$ cat src/verilog/ccm_pkg.sv
package ccm_pkg;

    // pixel, weight, bias and result word
    localparam int DATA_W = 16;

    // external pixel memory
    localparam int ADDR_W = 20;

    // configuration fields
    localparam int DIM_W   = 9;   // width, height
    localparam int CHN_W   = 10;  // input channels, kernels
    localparam int KSIZE_W = 3;   // filter side

    // word address inside one lane's kernel buffer
    localparam int KADDR_W = 12;

    // even row high, odd row low
    localparam int LANE_OUT_W = 2 * DATA_W;

endpackage

$ cat src/verilog/conv_sequencer.sv
`timescale 1ns/1ps

module conv_sequencer import ccm_pkg::*; #(
    parameter int KERN_DEPTH = 4096
) (
    input  logic               clk,
    input  logic               rst_n,
    input  logic               op_start,
    input  logic               kern_load_start,
    input  logic               kern_load_work,
    input  logic               px_rd_vld,
    input  logic               take_rdy,
    input  logic [ADDR_W-1:0]  row0_addr,
    input  logic [DIM_W-1:0]   cfg_width,
    input  logic [DIM_W-1:0]   cfg_height,
    input  logic [CHN_W-1:0]   cfg_num_fmap,
    input  logic [CHN_W-1:0]   cfg_num_kernel,
    input  logic [KSIZE_W-1:0] cfg_kern_size,
    output logic               busy,
    output logic               px_rd_req,
    output logic [ADDR_W-1:0]  px_rd_addr,
    output logic               mac_step,
    output logic [KADDR_W-1:0] weight_addr,
    output logic               row_sel,
    output logic               acc_init,
    output logic               take_vld
);

    localparam logic [2:0] ST_IDLE    = 3'd0;
    localparam logic [2:0] ST_LOAD    = 3'd1;
    localparam logic [2:0] ST_SETUP   = 3'd2;
    localparam logic [2:0] ST_BIAS    = 3'd3;
    localparam logic [2:0] ST_FETCH   = 3'd4;
    localparam logic [2:0] ST_ADVANCE = 3'd5;
    localparam logic [2:0] ST_ENC     = 3'd6;

    logic [2:0]         state;
    logic [2:0]         state_nxt;

    logic [CHN_W-1:0]   chn;
    logic [KSIZE_W-1:0] fc;
    logic [KSIZE_W-1:0] fr;
    logic [DIM_W-1:0]   out_row;
    logic [DIM_W-1:0]   out_col;
    logic               row_odd;

    logic               chn_last;
    logic               fc_last;
    logic               fr_last;
    logic               row_last;
    logic               col_last;
    logic               row_done;

    logic [ADDR_W-1:0]  plane_sz;
    logic [ADDR_W-1:0]  chan_off;
    logic [ADDR_W-1:0]  row_off;
    logic [ADDR_W-1:0]  col_off;
    logic [KADDR_W-1:0] ksq;

    assign chn_last = (chn + CHN_W'(1) == cfg_num_fmap);
    assign fc_last  = (fc + KSIZE_W'(1) == cfg_kern_size);
    assign fr_last  = (fr + KSIZE_W'(1) == cfg_kern_size);
    // last output position: index + K reaches the input size
    assign row_last = (out_row + DIM_W'(cfg_kern_size) == cfg_height);
    assign col_last = (out_col + DIM_W'(cfg_kern_size) == cfg_width);
    assign row_done = chn_last && fc_last && fr_last;

    // row0 + chn*H*W + (r+fr)*W + (c+fc)
    assign plane_sz   = ADDR_W'(cfg_height) * ADDR_W'(cfg_width);
    assign chan_off   = ADDR_W'(chn) * plane_sz;
    assign row_off    = (ADDR_W'(out_row) + ADDR_W'(fr)) * ADDR_W'(cfg_width);
    assign col_off    = ADDR_W'(out_col) + ADDR_W'(fc);
    assign px_rd_addr = row0_addr + chan_off + row_off + col_off;

    // word 0 holds the bias
    assign ksq         = KADDR_W'(cfg_kern_size) * KADDR_W'(cfg_kern_size);
    assign weight_addr = KADDR_W'(1) + KADDR_W'(chn) * ksq
                       + KADDR_W'(fr) * KADDR_W'(cfg_kern_size) + KADDR_W'(fc);

    assign busy      = (state != ST_IDLE);
    assign px_rd_req = (state == ST_FETCH);
    assign mac_step  = (state == ST_FETCH);
    assign acc_init  = (state == ST_BIAS);
    assign take_vld  = (state == ST_ENC);
    assign row_sel   = row_odd;

    always_comb begin
        state_nxt = state;
        case (state)
            ST_IDLE: begin
                if (kern_load_start)
                    state_nxt = ST_LOAD;
                else if (op_start && cfg_num_kernel != '0)  // nothing to do without kernels
                    state_nxt = ST_SETUP;
            end
            ST_LOAD: begin
                if (!kern_load_work)
                    state_nxt = ST_IDLE;
            end
            ST_SETUP:  state_nxt = ST_BIAS;
            ST_BIAS:   state_nxt = ST_FETCH;
            ST_FETCH: begin
                if (px_rd_vld)
                    state_nxt = ST_ADVANCE;
            end
            ST_ADVANCE: begin
                if (row_done && (row_odd || row_last))
                    state_nxt = ST_ENC;  // row pair complete
                else
                    state_nxt = ST_FETCH;
            end
            ST_ENC: begin
                if (take_rdy)
                    state_nxt = (row_last && col_last) ? ST_IDLE : ST_BIAS;
            end
            default:   state_nxt = ST_IDLE;
        endcase
    end

    always_ff @(posedge clk or negedge rst_n) begin
        if (!rst_n) begin
            state   <= ST_IDLE;
            chn     <= '0;
            fc      <= '0;
            fr      <= '0;
            out_row <= '0;
            out_col <= '0;
            row_odd <= 1'b0;
        end else begin
            state <= state_nxt;
            case (state)
                ST_SETUP: begin
                    chn     <= '0;
                    fc      <= '0;
                    fr      <= '0;
                    out_row <= '0;
                    out_col <= '0;
                    row_odd <= 1'b0;
                end
                ST_ADVANCE: begin
                    if (!chn_last) begin
                        chn <= chn + CHN_W'(1);
                    end else begin
                        chn <= '0;
                        if (!fc_last) begin
                            fc <= fc + KSIZE_W'(1);
                        end else begin
                            fc <= '0;
                            if (!fr_last) begin
                                fr <= fr + KSIZE_W'(1);
                            end else begin
                                fr <= '0;
                                if (!row_odd && !row_last) begin  // on to the odd row
                                    row_odd <= 1'b1;
                                    out_row <= out_row + DIM_W'(1);
                                end
                            end
                        end
                    end
                end
                ST_ENC: begin
                    if (take_rdy) begin
                        row_odd <= 1'b0;
                        if (row_last) begin
                            out_row <= '0;
                            out_col <= out_col + DIM_W'(1);
                        end else begin
                            out_row <= out_row + DIM_W'(1);
                        end
                    end
                end
                default: ;
            endcase
        end
    end

    // a stalled handoff waits for the encoder
    a_take_hold: assert property (
        @(posedge clk) disable iff (!rst_n)
        take_vld && !take_rdy |=> take_vld
    ) else $error("take_vld dropped before take_rdy");

    // results are frozen for the encoder, so no new pixel may arrive
    a_no_req_in_take: assert property (
        @(posedge clk) disable iff (!rst_n)
        take_vld |=> !px_rd_req
    ) else $error("pixel request during encoder handoff");

    // all channel weights sit behind the bias word
    a_weight_range: assert property (
        @(posedge clk) disable iff (!rst_n)
        px_rd_req |-> (ADDR_W'(cfg_num_fmap) * ADDR_W'(ksq) < KERN_DEPTH)
    ) else $error("%0d channels of weights beyond kernel buffer", cfg_num_fmap);

endmodule

$ cat config.mk
export PLATFORM = sky130hd
export DESIGN_NAME = conv_sequencer
export DESIGN_NICKNAME = d
export VERILOG_FILES = /design/src/verilog/ccm_pkg.sv /design/src/verilog/conv_sequencer.sv
export SDC_FILE = /design/constraint.sdc
export NUM_CORES = 1
export LEC_CHECK = 0
export ABC_AREA = 1
export BUFFER_PORTS_ARGS = -buffer_cell sky130_fd_sc_hd__clkbuf_2
export CAP_MARGIN = 10
export CORE_MARGIN = 5
export CORE_UTILIZATION = 55
export CTS_CLUSTER_DIAMETER = 50
export DETAILED_ROUTE_END_ITERATION = 7
export HOLD_SLACK_MARGIN = 0.06
export PLACE_DENSITY = 0.83
export SLEW_MARGIN = 20
export SYNTH_ARGS = -nofsm -noshare
export SYNTH_HDL_FRONTEND = slang
export SYNTH_SLANG_ARGS = --single-unit
$ cat constraint.sdc
create_clock -name clk -period 24.1 [get_ports clk]
set_input_delay 3.615 -clock clk [delete_from_list [all_inputs] [get_ports clk]]
set_output_delay 3.615 -clock clk [all_outputs]
set_load 0.01 [all_outputs]
### Word-level counts from Yosys, hierarchy flattened

Index checks and enable logic that the tools add are counted.

| cells by class | value |
|---|---|
| multipliers | 6 |
| eq/ne operators | 20 |
| reduce and logical (&&, ||, !) cells | 20 |
| add/subtract/negate cells | 15 |
| mux-type cells | 33 |

Operator list:

| cell | number |
|---|---|
| 9-bit two-way mux | 8 |
| 3-bit two-way mux | 10 |
| 9-bit case mux with 3 select lines | 1 |
| 3-bit case mux with 7 select lines | 1 |
| 20-bit by 10-bit adder with 20-bit output | 1 |
| 20-bit by 19-bit adder with 20-bit output | 1 |
| 20-bit adder | 1 |
| 9-bit by 3-bit adder with 10-bit output | 2 |
| 10-bit by 18-bit multiplier with 20-bit output | 1 |
| 10-bit case mux with 2 select lines | 1 |
| 10-bit by 9-bit multiplier with 19-bit output | 1 |
| 9-bit by 1-bit adder with 9-bit output, second input constant | 2 |
| 9-bit by 3-bit adder with 9-bit output | 2 |
| 9-bit equality test | 2 |
| 9-bit by 9-bit multiplier with 18-bit output | 1 |
| 9-bit case mux with 2 select lines | 1 |
| 2-bit inequality test, second input constant | 7 |
| 1-bit by 12-bit adder with 12-bit output, first input constant | 1 |
| 12-bit by 3-bit adder with 12-bit output | 1 |
| 12-bit by 6-bit adder with 12-bit output | 1 |
| 10-bit by 6-bit multiplier with 12-bit output | 1 |
| 3-bit by 3-bit multiplier with 6-bit output | 2 |
| 3-bit case mux with 2 select lines | 2 |
| 10-bit by 1-bit adder with 10-bit output, second input constant | 1 |
| other kinds (23) | 42 |

| word-level totals | value |
|---|---|
| register bits after elaboration | 38 |
| word-level logic and storage cells | 101 |
| output and inout port bits | 38 |

### Longest topological paths before layout

| logic depth | value |
|---|---|
| depth in word-level cells | 9 |
| depth in mapped cells | 48 |

### Worst setup path before layout

OpenSTA, ideal clock, no wires.

| timing | value |
|---|---|
| path kind | input to output |
| start | in cfg_width[3] |
| end | out px_rd_addr[15] |
| arrival time | 12.328 ns |
| required time | 20.485 ns |
| path slack | 8.157 ns |
| cell stages on the path | 33 |
| cells stage by stage | clkbuf_1 -> clkbuf_1 -> nand2_1 -> fa_1 -> fa_1 -> fa_1 -> fa_1 -> inv_1 -> ha_1 -> nand2_1 -> inv_1 -> nand2_1 -> nand2_1 -> xor2_1 -> nand2_1 -> fa_1 -> inv_1 -> fa_1 -> fa_1 -> inv_1 -> fa_1 -> inv_1 -> fa_1 -> fa_1 -> inv_1 -> fa_1 -> inv_1 -> ha_1 -> nand2_1 -> o21ai_0 -> a21boi_0 -> o21ai_0 -> xor2_1 |

| on the way | value |
|---|---|
| word-level cells in the longest chain between the ends | 5 |
| elaborated cells on any way between the ends | 6 |
| classes of those cells | add/sub: 3; mul: 3 |

RTL lines:

| what | RTL line | text |
|---|---|---|
| from (decl) | conv_sequencer.sv:14 | `input logic [DIM_W-1:0] cfg_width,` |
| 9-bit by 9-bit multiplier with 18-bit output | conv_sequencer.sv:69 | `assign plane_sz = ADDR_W'(cfg_height) * ADDR_W'(cfg_width);` |
| 10-bit by 18-bit multiplier with 20-bit output | conv_sequencer.sv:70 | `assign chan_off = ADDR_W'(chn) * plane_sz;` |
| 20-bit adder | conv_sequencer.sv:73 | `assign px_rd_addr = row0_addr + chan_off + row_off + col_off;` |
| 20-bit by 19-bit adder with 20-bit output (*) | conv_sequencer.sv:73 |  |
| 20-bit by 10-bit adder with 20-bit output (*) | conv_sequencer.sv:73 |  |
| to (decl) | conv_sequencer.sv:21 | `output logic [ADDR_W-1:0] px_rd_addr,` |

Every way passes the cells marked *; elsewhere a longest branch is shown, timed or not.

### Worst setup path in the final report

Same ends and word-level chain as after synthesis.

==> results by group <==
Final layout
  • Layout overhead on the synthesized area: 5.41%
  • Nets@finish: 2721
  • Fill cells: 2711
  • Antenna cells: 0
  • Register area: 951 um2
  • Share of cells above drive strength 1: 7.57%
  • Multi-input combinational cell area: 13000 um2

Timing
  • Final period util: 71.9%
  • Final min period: 17.32 ns
  • Fmax achieved: 57.7 MHz
  • Final Skew: 0.00454 ns
  • RSZ-0062 raised after global routing: false
  • Final Setup Violations: 0
  • Slew HR: 31.2%
  • Setup TNS: 0 ns
  • Slew Viols, Final: 0
  • Final Hold Viols: 0
  • Slew of the pin with the lowest slew margin: 1.03 ns

Clock tree
  • Skew-Pair Late Insertion Delay: 0.29 ns
  • CTS resizes: 0
  • Clk slew on worst S/H paths: 0.06 ns
  • Num CTS Buffers: 5
  • CTS tree: done
  • Hold-fix buffers at CTS: 0
  • H-tree depth: 2
  • Clock sinks: 38
  • CTS root buffer: clkbuf_16
  • CTS Buffer Depth: 2
  • Post-CTS setup buffers: 0

Yosys
  • Yosys top cell by area: fa_1
  • Register area share after synthesis: 5.83%
  • Yosys cell types: 52
  • Ys flop type: dfrtp_1
  • Yosys reg bits: 38
  • Post-synth EDFFs: 0
  • Synth cell count leaders: 554 x inv_1, 501 x nand2_1, 300 x fa_1
  • Post-Syn Area: 16300 um2
  • Mapped Cells: 2145
  • Mapped Avg Cell Area: 7.61 um2
  • Post-synth net total: 2675
  • Synth top area share: 36.8%
  • Async SR Flop Fraction: 100%
  • Synth top area cells: fa_1 37%, inv_1 13%, ha_1 12%, nand2_1 12%, dfrtp_1 5.8%
  • Syn. warnings: 0
  • Count leader, synth: inv_1

Global routing
  • Met3 usage: 5.62%
  • First-pass GRT wire length: 72.2 mm
  • Initial antenna violation count: 0
  • Largest net degree at the start of global routing: 39
  • Total congestion overflow: 0
  • Met2 usage: 45.2%
  • Met1 usage: 34.7%
  • Grt peak-use layer: met2
  • Vias in the first global route: 14600
  • Total GRT Usage: 26.9%

Critical path
  • CP arrival: 13.71 ns
  • Startpoint class of the critical path: input pin
  • Reg-to-Reg End: out_row[1]
  • CP peak stage delay: 0.73 ns
  • Worst Path Required: 20.48 ns
  • Worst r2r src: chn[5]
  • Reg2Reg Setup Slack: 20.77 ns
  • Slowest cell on crit path: o21ai_0
  • CP Max Fanout: 20
  • Crit Path Class: in2out
  • Most used cell, CP: fa_1
  • CP endpoint kind: output port
  • Worst reg2reg path depth: 12

Drt
  • Routed WL: 43.0 mm
  • Iteration-0 DRC Markers: 1016
  • Residual DRC count: 0
  • Antenna Nets Post-Route: 0
  • Wire per inst: 16.6 um
  • DR vias: 13800
  • Vias per cell: 5.34
  • DRT Pass-1 Iters: 6

Floorplan
  • Ports: 106
  • Core Region: 29500 um2
  • Core Rows: 63
  • Initial Util: 55.3%
  • Die Span Y: 182 um
  • Die Width: 182 um
  • Die area: 33200 um2

Placed design
  • Placer Congestion: 0.981
  • Post-DP HPWL: 36.9 mm
  • # port buffers: 105

Flow run
  • Max-cap violation count: 0

Run status
  • Status: completed

Min path
  • Hold path start: state[2]
  • Tightest Hold Check Type: reg2reg
  • Hold depth: 2
  • WHS Endpoint: state[2]
==> cells in the final DEF (no fill, tap or decap), types with 5 or more instances in the layout <==
| cell | instances |
|---|---|
| a21oi_1 | 36 |
| clkbuf_16 | 5 |
| clkbuf_2 | 104 |
| dfrtp_1 | 38 |
| fa_1 | 300 |
| ha_1 | 162 |
| inv_1 | 554 |
| nand2_1 | 501 |
| nand3_1 | 74 |
| nand3b_1 | 8 |
| nand4_1 | 16 |
| nor2_1 | 152 |
| nor3_1 | 16 |
| o21ai_0 | 28 |
| o21ai_1 | 5 |
| o21ai_2 | 10 |
| o21bai_1 | 6 |
| o22ai_1 | 9 |
| or2_2 | 22 |
| xnor2_1 | 36 |
| xor2_1 | 58 |
==> state kept, by name (all words and copies together), names as in the netlist <==
signal   flops
out_row      9
fc           3
fr           3
row_sel      1
out_col      9
chn         10
state        3
==> routing by layer <==
layer	share of wire, %	vias to the layer above
met5	0	-
met4	4.4	0
met3	9.6	122
met2	47	651
met1	39	6648
li1	-	6376
==> critical path, delay by kind of cell <==
family / cells / cell delay [ns]
adders and majority gates: 13 / 6.15
AOI/OAI and AO/OA: 3 / 1.40
buffers and inverters: 9 / 0.92
xor gates and xnor gates: 2 / 0.83
and+or+nand+nor: 6 / 0.77
==> layout make-up <==
type	count	area share (%)
repair buffers	108	3.19
inverters	556	12.1
flip-flops and latches	38	5.53
well taps	390	2.84
multi-input cells	1482	75.4
clock inverters	2	0.0728
clock buffers	6	0.808
==> worst max-delay path by stage <==
stage,from,end,slack [ns],cells past startpoint
floorplan,cfg_width[3],px_rd_addr[15],8.16,33
global placement,cfg_width[1],px_rd_addr[15],7.27,33
detailed placement,cfg_width[3],px_rd_addr[15],6.97,33
CTS,cfg_width[3],px_rd_addr[15],6.95,33
global route,cfg_width[3],px_rd_addr[15],6.36,33
finish,cfg_width[3],px_rd_addr[15],6.78,33
==> cells by family after synthesis <==
family          after synthesis  synth area share [%]
xor+xnor                     95                  5.15
fa+ha+maj                   462                  49.2
simple gates                811                  20.8
flops                        38                  5.83
buf+inv                     625                  14.7
compound gates              114                  4.35
==> metrics by stage <==
step	utilization [%]	hold slack, ns	instances	setup WS [ns]	area (um2)
finish	58.3	0.616	2582	6.78	17200
global route	58.3	0.646	2582	6.36	17200
CTS	58.3	0.618	2582	6.95	17200
detailed placement	57.8	0.606	2574	6.97	17000
global placement	57.8	0.602	2574	7.27	17000
floorplan	-	0.530	2145	8.16	16300
Power is not shown: default switching activity piles up to over one toggle a cycle in this logic, so the estimate is an artifact.
