--- config.mk ---
export PLATFORM = sky130hd
export DESIGN_NAME = kernel_loader
export DESIGN_NICKNAME = d
export VERILOG_FILES = /design/src/verilog/ccm_pkg.sv /design/src/verilog/kernel_loader.sv
export SDC_FILE = /design/constraint.sdc
export NUM_CORES = 1
export LEC_CHECK = 0
export ABC_AREA = 1
export BUFFER_PORTS_ARGS = -buffer_cell sky130_fd_sc_hd__buf_4
export CORE_MARGIN = 1
export CORE_UTILIZATION = 40
export CTS_CLUSTER_SIZE = 25
export DETAILED_ROUTE_END_ITERATION = 16
export PLACE_DENSITY = 0.61
export SETUP_SLACK_MARGIN = 0.3
export SLEW_MARGIN = 10
export SYNTH_ARGS = -nofsm -noshare
export SYNTH_HDL_FRONTEND = slang
export SYNTH_SLANG_ARGS = --single-unit
--- constraint.sdc ---
create_clock -name clk -period 2.2 [get_ports clk]
set_input_delay 0.66 -clock clk [delete_from_list [all_inputs] [get_ports clk]]
set_output_delay 0.66 -clock clk [all_outputs]
set_load 0.01 [all_outputs]
--- src/verilog/ccm_pkg.sv ---
package ccm_pkg;

    // pixel, weight, bias and result word
    localparam int DATA_W = 16;

    // external pixel memory
    localparam int ADDR_W = 20;

    // configuration fields
    localparam int DIM_W   = 9;   // width, height
    localparam int CHN_W   = 10;  // input channels, kernels
    localparam int KSIZE_W = 3;   // filter side

    // word address inside one lane's kernel buffer
    localparam int KADDR_W = 12;

    // even row high, odd row low
    localparam int LANE_OUT_W = 2 * DATA_W;

endpackage

--- src/verilog/kernel_loader.sv ---
`timescale 1ns/1ps

module kernel_loader import ccm_pkg::*; #(
    parameter int NUM_LANES  = 16,
    parameter int KERN_DEPTH = 4096
) (
    input  logic                 clk,
    input  logic                 rst_n,
    input  logic                 kern_load_start,
    input  logic                 kern_vld,
    input  logic [CHN_W-1:0]     cfg_num_fmap,
    input  logic [KSIZE_W-1:0]   cfg_kern_size,
    output logic [NUM_LANES-1:0] kern_wr_lane,
    output logic [KADDR_W-1:0]   kern_wr_addr
);

    localparam int LW_W = CHN_W + 2 * KSIZE_W + 1;

    logic [LW_W-1:0] lane_words;
    logic            last_word;

    // bias word plus channels x K x K weights
    assign lane_words = LW_W'(cfg_num_fmap) * LW_W'(cfg_kern_size) * LW_W'(cfg_kern_size)
                      + LW_W'(1);
    assign last_word  = (LW_W'(kern_wr_addr) + LW_W'(1) == lane_words);

    always_ff @(posedge clk or negedge rst_n) begin
        if (!rst_n) begin
            kern_wr_lane <= NUM_LANES'(1);
            kern_wr_addr <= '0;
        end else if (kern_load_start) begin
            kern_wr_lane <= NUM_LANES'(1);  // restart at lane 0
            kern_wr_addr <= '0;
        end else if (kern_vld) begin
            if (last_word) begin
                kern_wr_lane <= {kern_wr_lane[NUM_LANES-2:0], kern_wr_lane[NUM_LANES-1]};
                kern_wr_addr <= '0;
            end else begin
                kern_wr_addr <= kern_wr_addr + KADDR_W'(1);
            end
        end
    end

    // a kernel too large for the lane buffer would wrap over the bias
    a_kern_addr_range: assert property (
        @(posedge clk) disable iff (!rst_n)
        kern_vld |-> (lane_words <= KERN_DEPTH)
    ) else $error("kernel of %0d words beyond buffer", lane_words);

endmodule

== After elaboration in Yosys (flattened, before gate mapping) ==
Cells that the tools add are included.

* Input port bits: 17
* Bits in latches: 0
* Logic and storage cells: 17
* Output and inout bits: 28
* Memory bits (read-only): 0
* Memories kept: 0
* Flip-flop bits (word level): 28
* Bits in writable memories: 0

* $lt $le $gt $ge: 0
* Add/subtract/negate cells: 3
* Equality and inequality tests: 1
* Muxes and demuxes: 6
* Div/mod/pow operators: 0
* Multipliers: 2
* Bitwise logic cells: 0
* Shift operators: 0
* Reduce and logical (&&, ||, !) cells: 3

{| class="wikitable"
|+ Operator list
! operator !! number
|-
| $mux W16 || 3
|-
| $mux W12 || 3
|-
| $add A16 B1 Y17 const B || 1
|-
| $eq A13 B17 Y1 || 1
|-
| $mul A13 B3 Y16 || 1
|-
| $add A12 B1 Y13 const B || 1
|-
| $mul A10 B3 Y13 || 1
|-
| $add A12 B1 Y12 const B || 1
|-
| $reduce_bool A2 Y1 || 2
|-
| $reduce_and A2 Y1 || 1
|}

== Depth between registers and ports, before layout ==
Gate-level depths: netlist (run 1).

* Word-level depth: 7
* Mapped depth: 35
* Gate-level depth less buffers: 32

== Worst setup path before layout (run 1) ==
OpenSTA, ideal clock, no wires.

* Path kind: in2reg
* Start point: in cfg_kern_size[2]
* End point: reg kern_wr_lane[1]
* Library setup time: 117 ps
* Cell stages on the path: 32
* Data required time: 2083 ps
* Path slack: -3260 ps
* Arrival time: 5343 ps
* Buffers on the path: 3
* Cells stage by stage: clkbuf_1 clkbuf_1 nand2_1 fa_1 inv_1 ha_1 a21oi_1 o21ai_0 a21oi_1 nor2_1 o21ai_0 nand2_1 xnor2_1 inv_1 nand2_1 fa_1 inv_1 ha_1 nand2_1 nor2_1 nand4_1 nand3_1 nand2_1 nand3_1 nand3_1 nor2_1 nand2_2 nand2_4 nand2_4 buf_6 nand2_1 nand2_1

* Word-level cells in the longest chain between the ends: 6

{| class="wikitable"
|+ Ends and longest elaborated chain
! element !! line !! text
|-
| start, declared || kernel_loader.sv:12 || <nowiki>input logic [KSIZE_W-1:0] cfg_kern_size,</nowiki>
|-
| $mul A10 B3 Y13 || kernel_loader.sv:23 || <nowiki>assign lane_words = LW_W'(cfg_num_fmap) * LW_W'(cfg_kern_size) * LW_W'(cfg_kern_size)</nowiki>
|-
| $mul A13 B3 Y16 * || kernel_loader.sv:23 ||
|-
| $add A16 B1 Y17 * || kernel_loader.sv:24 || <nowiki>+ LW_W'(1);</nowiki>
|-
| $eq A13 B17 Y1 * || kernel_loader.sv:25 || <nowiki>assign last_word = (LW_W'(kern_wr_addr) + LW_W'(1) == lane_words);</nowiki>
|-
| $reduce_bool A2 Y1 (no source line) * || n/a ||
|-
| $reduce_and A2 Y1 (no source line) * || n/a ||
|-
| end signal, assigned || kernel_loader.sv:36 || <nowiki>kern_wr_lane <= {kern_wr_lane[NUM_LANES-2:0], kern_wr_lane[NUM_LANES-1]};</nowiki>
|-
| end, declared || kernel_loader.sv:13 || <nowiki>output logic [NUM_LANES-1:0] kern_wr_lane,</nowiki>
|}

Mark *: on every way between the ends. The rest lies on a longest branch, timed or not.
A chain may end at the register's enable or synchronous reset.

== Worst setup path in the final report (run 1) ==
* Start point: in cfg_num_fmap[2]
* End point: reg kern_wr_lane[13]

* Word-level cells in the longest chain between the ends: 6

{| class="wikitable"
|+ Ends and longest elaborated chain
! element !! line !! text
|-
| start, declared || kernel_loader.sv:11 || <nowiki>input logic [CHN_W-1:0] cfg_num_fmap,</nowiki>
|-
| $mul A10 B3 Y13 || kernel_loader.sv:23 ||
|-
| $mul A13 B3 Y16 || kernel_loader.sv:23 ||
|-
| $add A16 B1 Y17 || kernel_loader.sv:24 ||
|-
| $eq A13 B17 Y1 || kernel_loader.sv:25 ||
|-
| $reduce_bool A2 Y1 (no source line) || n/a ||
|-
| $reduce_and A2 Y1 (no source line) || n/a ||
|}

No other way between the ends.

==> summary.txt, run 1 <==
RSZ-0062 raised after global routing: yes
Worst R2R Path Depth: 16
Multi-input logic area: 3310 µm²
Max Root-Sink Buffers: 2
WL final: 11500 µm
Initial antenna violation count: 0
FILL cells: 944
Clk sink count: 28
Grt ovf: 0
Clock slew at reported path FFs: 0.11 ns
Vias in the first global route: 4161
Failing checks: setup timing
Remaining DRCs: 0
Wire length on met2: 5070 µm
Clk Latency, worst-skew pair: 0.29 ns
Final Cycle Share: 2.22
Slowest stage cell, crit path: fa_1
Count of cell types in the netlist: 36
First-pass GRT wire length: 19000 µm
Buffers and inverters on the worst path: 7
Ys flop type: dfrtp_1
Startpoint Class: primary input
Die Span X: 103 µm
Port Buffers: 44
Status: finished, violations left
Share of the synthesized area in the top cell type: 0.218
Combinational share of power: 0.750
Peak VDD IR: 0.413 mV
YS warnings: 0
Number of synthesized flops with an enable pin: 0
Largest net degree at the start of global routing: 29
Clock network power share: 0.110
Routed Antenna Nets: 0
Main area contributors after synthesis: nand2_1, dfrtp_1, inv_1
Gpl congestion: 0.898
CTS buffer count: 3
Final Max Tran Viols: 0
Top delay family on crit path: adder cells
Post-CTS Hold Buffers: 0
Met1 wire length: 6020 µm
Core footprint: 9770 µm²
CTS tree: built
Flop pwr share: 0.140
First drt pass iteration count: 5
Mapped Area: 4050 µm²
Slew @ Worst Pin: 0.442 ns
Setup violations, final: 28
Syn_area_per_cell: 6.02 µm²
Layout Utilization: 0.600
HPWL Detailed: 9030 µm
Initial DRC count: 270
Post-synth net total: 738
Diodes inserted: 0
Highest metal used: met4
Sw frac: 0.449
GRT Util Overall: 0.225
Seq/Total Area, Yosys: 0.173
Synth async-reset ratio: 1.00
Max-cap violations: 0
Final hold viol count: 0
Critical Path AT: 5.12 ns
Share of cells above drive strength 1: 0.300
Worst-path maximum fanout: 7
Worst path max stage delay: 0.54 ns
Yosys reg bits: 28
Rows: 36
Ports: 45
Data required time at the worst endpoint: 2.43 ns
Final WS setup: -2.69 ns
Worst min path class: primary input to asynchronous set/reset pin
Area Overhead vs Synth: 44.9%
Post-Synthesis Cells: 672
Vias post-DR: 4565
Crit. End Element: flop
Met3 wire length: 381 µm
Clock period minus final worst setup slack: 4.89 ns
Htree depth: 1
Drt via density: 4.88
Die area: 10500 µm²
Synth area leader: nand2_1
Max-slew headroom: 0.703
FMAX: 205 MHz
DP Worst Slack: -3.06 ns
Starting density of the core: 0.414
Most frequent CP cell: nand2_2
Pwr/cell area: 658 nW/µm²
Clock Root Buffer: clkbuf_8
Register area: 702 µm²
CP Class: primary input to flop
Die Y: 103 µm
Worst setup skew after layout: 0.0106 ns
Final net count: 870
Power Internal: 2.13 mW
P_sw: 1.73 mW
Drt wl/cell: 12.3 µm
Leakage: 3.21 nW
Critical Path Stages: 31
==> cells in the mapped netlist (3+ instances only) <==
cell	count
nor2_1	68
o21ai_0	6
fa_1	21
nor2_2	3
inv_1	120
nand3_1	73
a21oi_1	16
xnor2_1	3
or2_2	3
buf_2	3
dfrtp_1	27
xor2_1	7
o22ai_1	8
ha_1	28
nand4_1	13
nand3b_1	4
nand2_2	3
nand2_1	235
clkbuf_1	8
nor3_1	4
==> cell families (layout without fill, tap and decap cells) <==
group                    count (synthesis)  after routing  share of synthesized area
AO/OA/AOI/OAI                           35             35                     0.0492
XOR/XNOR                                10             10                     0.0216
adder cells (fa/ha/maj)                 49             49                      0.190
buffers and inverters                  137            267                      0.132
flip-flops                              28             28                      0.173
AND/OR/NAND/NOR                        413            414                      0.434
==> timing repair <==
action,in CTS,in global routing
setup endpoints to repair,28,28
buffers inserted,5,4
gates resized for setup,33,40
gates cloned,1,3
pin swaps,8,12
==> per-layer routing <==
| metal | up-vias | track usage |
|---|---|---|
| met5 | - | 0 |
| met4 | 0 | 0.0264 |
| met3 | 6 | 0.0197 |
| met2 | 79 | 0.351 |
| met1 | 2137 | 0.344 |
| li1 | 2343 | - |
==> worst register-to-register path, cell delays in order (launching register included) <==
cell and delay, ns:
dfrtp_1 0.37, ha_1 0.21, nand2_1 0.10, nor2_2 0.26, nand2_1 0.09, nand2_1 0.09
inv_1 0.06, nand2_1 0.08, nand4_1 0.11, nor2_1 0.13, nand3_1 0.10, nor2_2 0.10
nand2_2 0.11, nand2_8 0.16, clkbuf_16 0.18, nand3_2 0.06, nand2_1 0.07
==> area by class of cell <==
type,count,area share
multi-input combinational,508,0.564
clock buffer,3,0.00704
sequential,28,0.120
timing repair buffer,140,0.197
tap,133,0.0284
clock inverter,1,0.00512
inverter,123,0.0787
==> path summary, 6_finish.rpt <==
path                                 start  slack [ns]          endpoint
setup / recovery           cfg_num_fmap[2]       -2.69  kern_wr_lane[13]
hold reg to reg            kern_wr_lane[0]        0.49   kern_wr_lane[0]
hold / removal                       rst_n        0.26   kern_wr_lane[1]
min in group clk           kern_wr_lane[0]        0.49   kern_wr_lane[0]
max in group asynchronous            rst_n        1.63   kern_wr_lane[0]
setup reg to reg           kern_wr_addr[0]       -0.16  kern_wr_lane[13]
==> power by group through the flow <==
stage / logic [mW] / registers, mW / clock network (mW)
6_report: 2.89 / 0.540 / 0.425
5_1_grt: 3.24 / 0.543 / 0.442
4_1_cts: 2.70 / 0.540 / 0.421
3_5_place_dp: 2.54 / 0.550 / 0
3_3_place_gp: 2.50 / 0.549 / 0
2_1_floorplan: 1.63 / 0.557 / 0
==> state kept, by name, summed over array words and instances, names as in the netlist <==
signal and flops:
kern_wr_addr 12, kern_wr_lane 16
==> layout by cell type, fill, tap and decap left out, types with 4 or more instances in the layout <==
master and count:
nand2_1 222, buf_4 127, inv_1 111, nor2_1 62
nand3_1 56, dfrtp_1 27, fa_1 19, nand3_2 17
ha_1 16, nand4_1 13, nand2_2 12, ha_4 11
inv_2 10, a21oi_1 9, nor2_2 7, xor2_1 6
buf_6 6, a21oi_2 5, o22ai_2 5, nand2_4 4
nand3b_1 4
==> metrics by stage <==
stage | total power, mW | TNS [ns] | area [µm²] | hold slack [ns] | instances
after floorplan | 2.19 | -72.24 | 4270 | 0.364 | 672
after global placement | 3.05 | -83.91 | 5310 | 0.461 | 919
after detailed placement | 3.09 | -84.72 | 5310 | 0.473 | 919
after CTS | 3.66 | -72.97 | 5570 | 0.288 | 929
after global routing | 4.23 | -80.82 | 5860 | 0.291 | 936
final | 3.86 | -74.23 | 5860 | 0.261 | 936
Note: power is estimated with default switching activity, not from simulation.
==> inputs of run 2 (changes only) <==
CELL_PAD_IN_SITES_DETAIL_PLACEMENT = 0   (was not set)
CELL_PAD_IN_SITES_GLOBAL_PLACEMENT = 1   (was not set)
CORE_UTILIZATION = 38   (was 40)
PLACE_DENSITY = 0.79   (was 0.61)
==> run 2 against run 1 <==
Sequential power about the same; the run still ends with setup timing left; utilization down 2.2 points; clock-buffer cell count unchanged; highest routed layer unchanged; sequential share of layout area down 0.21 points; critical path type unchanged; via count down 0.46%; setup slack better by 0.11 ns; first-iteration DRC count up 20%; register-to-register slack better by 0.02 ns; design area up 1.8%; clock power down 3%; hold slack better by 0.015 ns; cell count up 1.1%.
==> summary.txt, run 2 (synthesized netlist as in run 1, its figures left out) <==
GRT Util Overall: 0.217
Crit. End Element: flop
CTS buffer count: 3
Vias in the first global route: 4301
Starting density of the core: 0.392
Top delay family on crit path: adder cells
Slew @ Worst Pin: 0.530 ns
Max reg flops: 16
Final net count: 877
Data required time at the worst endpoint: 2.35 ns
First-pass GRT wire length: 19700 µm
Worst path max stage delay: 0.53 ns
Rows: 37
WL final: 11600 µm
Largest net degree at the start of global routing: 29
Buffers and inverters on the worst path: 6
Final WS setup: -2.58 ns
Worst-path maximum fanout: 7
Max-slew headroom: 0.645
Setup violations, final: 28
Routed Antenna Nets: 0
Clock period minus final worst setup slack: 4.78 ns
Initial antenna violation count: 0
Register area: 702 µm²
Slowest stage cell, crit path: fa_1
Clock Root Buffer: clkbuf_8
Layout Utilization: 0.578
Final hold slack: 0.276 ns
Max Root-Sink Buffers: 2
RSZ-0062 raised after global routing: yes
HPWL Detailed: 9240 µm
Clock slew at reported path FFs: 0.10 ns
Commonest non-fill, non-tap cell in the layout: nand2_1
Htree depth: 1
Non-filler cells, final: 946
Multi-input logic area: 3360 µm²
Gpl congestion: 0.854
Die Y: 105 µm
CTS tree: built
Largest registers: kern_wr_lane (16), kern_wr_addr (12)
Worst setup skew after layout: 0.0140 ns
Failing checks: setup timing
Critical Path Stages: 28
Most frequent cells in the layout: nand2_1, buf_4, inv_1
Remaining DRCs: 0
Final hold viol count: 0
Final Cycle Share: 2.17
Grt ovf: 0
Die area: 11100 µm²
FMAX: 209 MHz
Startpoint Class: primary input
Area Overhead vs Synth: 47.4%
Port Buffers: 44
Ports: 45
Die Span X: 105 µm
Post-CTS Hold Buffers: 0
First drt pass iteration count: 5
Worst R2R Path Depth: 16
Clk sink count: 28
Max-cap violations: 0
Initial DRC count: 323
Drt via density: 4.80
Pwr/cell area: 646 nW/µm²
Setup TNS: -71.57 ns
Status: finished, violations left
Placed insts: 927
CP Class: primary input to flop
Share of cells above drive strength 1: 0.331
FILL cells: 999
Worst min path class: primary input to asynchronous set/reset pin
Top reg by flops: kern_wr_lane
Leakage: 3.26 nW
Critical Path AT: 4.93 ns
Peak VDD IR: 0.449 mV
Clk Latency, worst-skew pair: 0.29 ns
Diodes inserted: 0
Drt wl/cell: 12.3 µm
Final Max Tran Viols: 0
Core footprint: 10300 µm²
Vias post-DR: 4544
## run 2: cell types whose count changed in the layout (fill, tap and decap cells not counted), sizes merged
cell    change
clkbuf      -1
buf         +8
## run 2: worst register-to-register path, stage by stage (launching register included)
cell	delay, ns
dfrtp_1	0.40
ha_1	0.25
nand2_1	0.12
inv_1	0.06
nor2_1	0.11
nand2_1	0.07
nand2_1	0.12
nand2_1	0.07
nor2_1	0.15
nand2_1	0.07
nor2_1	0.10
nand3_1	0.09
nor2_2	0.10
nand2_2	0.11
nand2_8	0.15
buf_6	0.15
o22ai_2	0.06
## run 2: what timing repair did
| action | 4_1_cts | 5_1_grt |
|---|---|---|
| endpoints found under the setup margin | 28 | 28 |
| pin swaps | 27 | 26 |
| buffers inserted | 3 | 8 |
| cloned | 3 | 1 |
| resized for setup | 56 | 49 |
## run 2: final cells by class
cell class	instances	area share
Multi-Input combinational cell	508	0.564
Timing Repair Buffer	147	0.201
Sequential cell	28	0.118
Inverter	123	0.0774
Tap cell	136	0.0285
Clock buffer	3	0.00692
Clock inverter	1	0.00503
## run 2: routing by layer
layer / vias to the layer above / part of all wire / track usage
met2: 90 / 0.46 / 0.346
met5: - / 0 / 0
met3: 9 / 0.030 / 0.0137
met1: 2082 / 0.50 / 0.323
li1: 2363 / - / -
met4: 0 / 0.0091 / 0.0392
## run 2: final timing paths
path / from / endpoint / slack, ns
worst max-delay path: cfg_num_fmap[0] / kern_wr_addr[9] / -2.58
worst min-delay path: rst_n / kern_wr_addr[6] / 0.28
worst max register to register: kern_wr_addr[0] / kern_wr_addr[9] / -0.14
worst min register to register: kern_wr_lane[0] / kern_wr_lane[0] / 0.49
max in group asynchronous: rst_n / kern_wr_lane[0] / 1.59
min in group clk: kern_wr_lane[0] / kern_wr_lane[0] / 0.49
## run 2: through the flow
stage	cell area [µm²]	worst slack [ns]	total power, mW
6_report	5970	-2.58	3.86
3_5_place_dp	5340	-2.91	3.10
4_1_cts	5700	-2.52	3.74
2_1_floorplan	4270	-2.66	2.19
5_1_grt	5970	-2.87	4.24
3_3_place_gp	5340	-2.89	3.07
## run 2: report_power, final
group          switching, mW  internal [mW]  total [mW]
combinational           1.56           1.35        2.91
sequential            0.0113          0.529       0.540
clock                  0.168          0.244       0.412
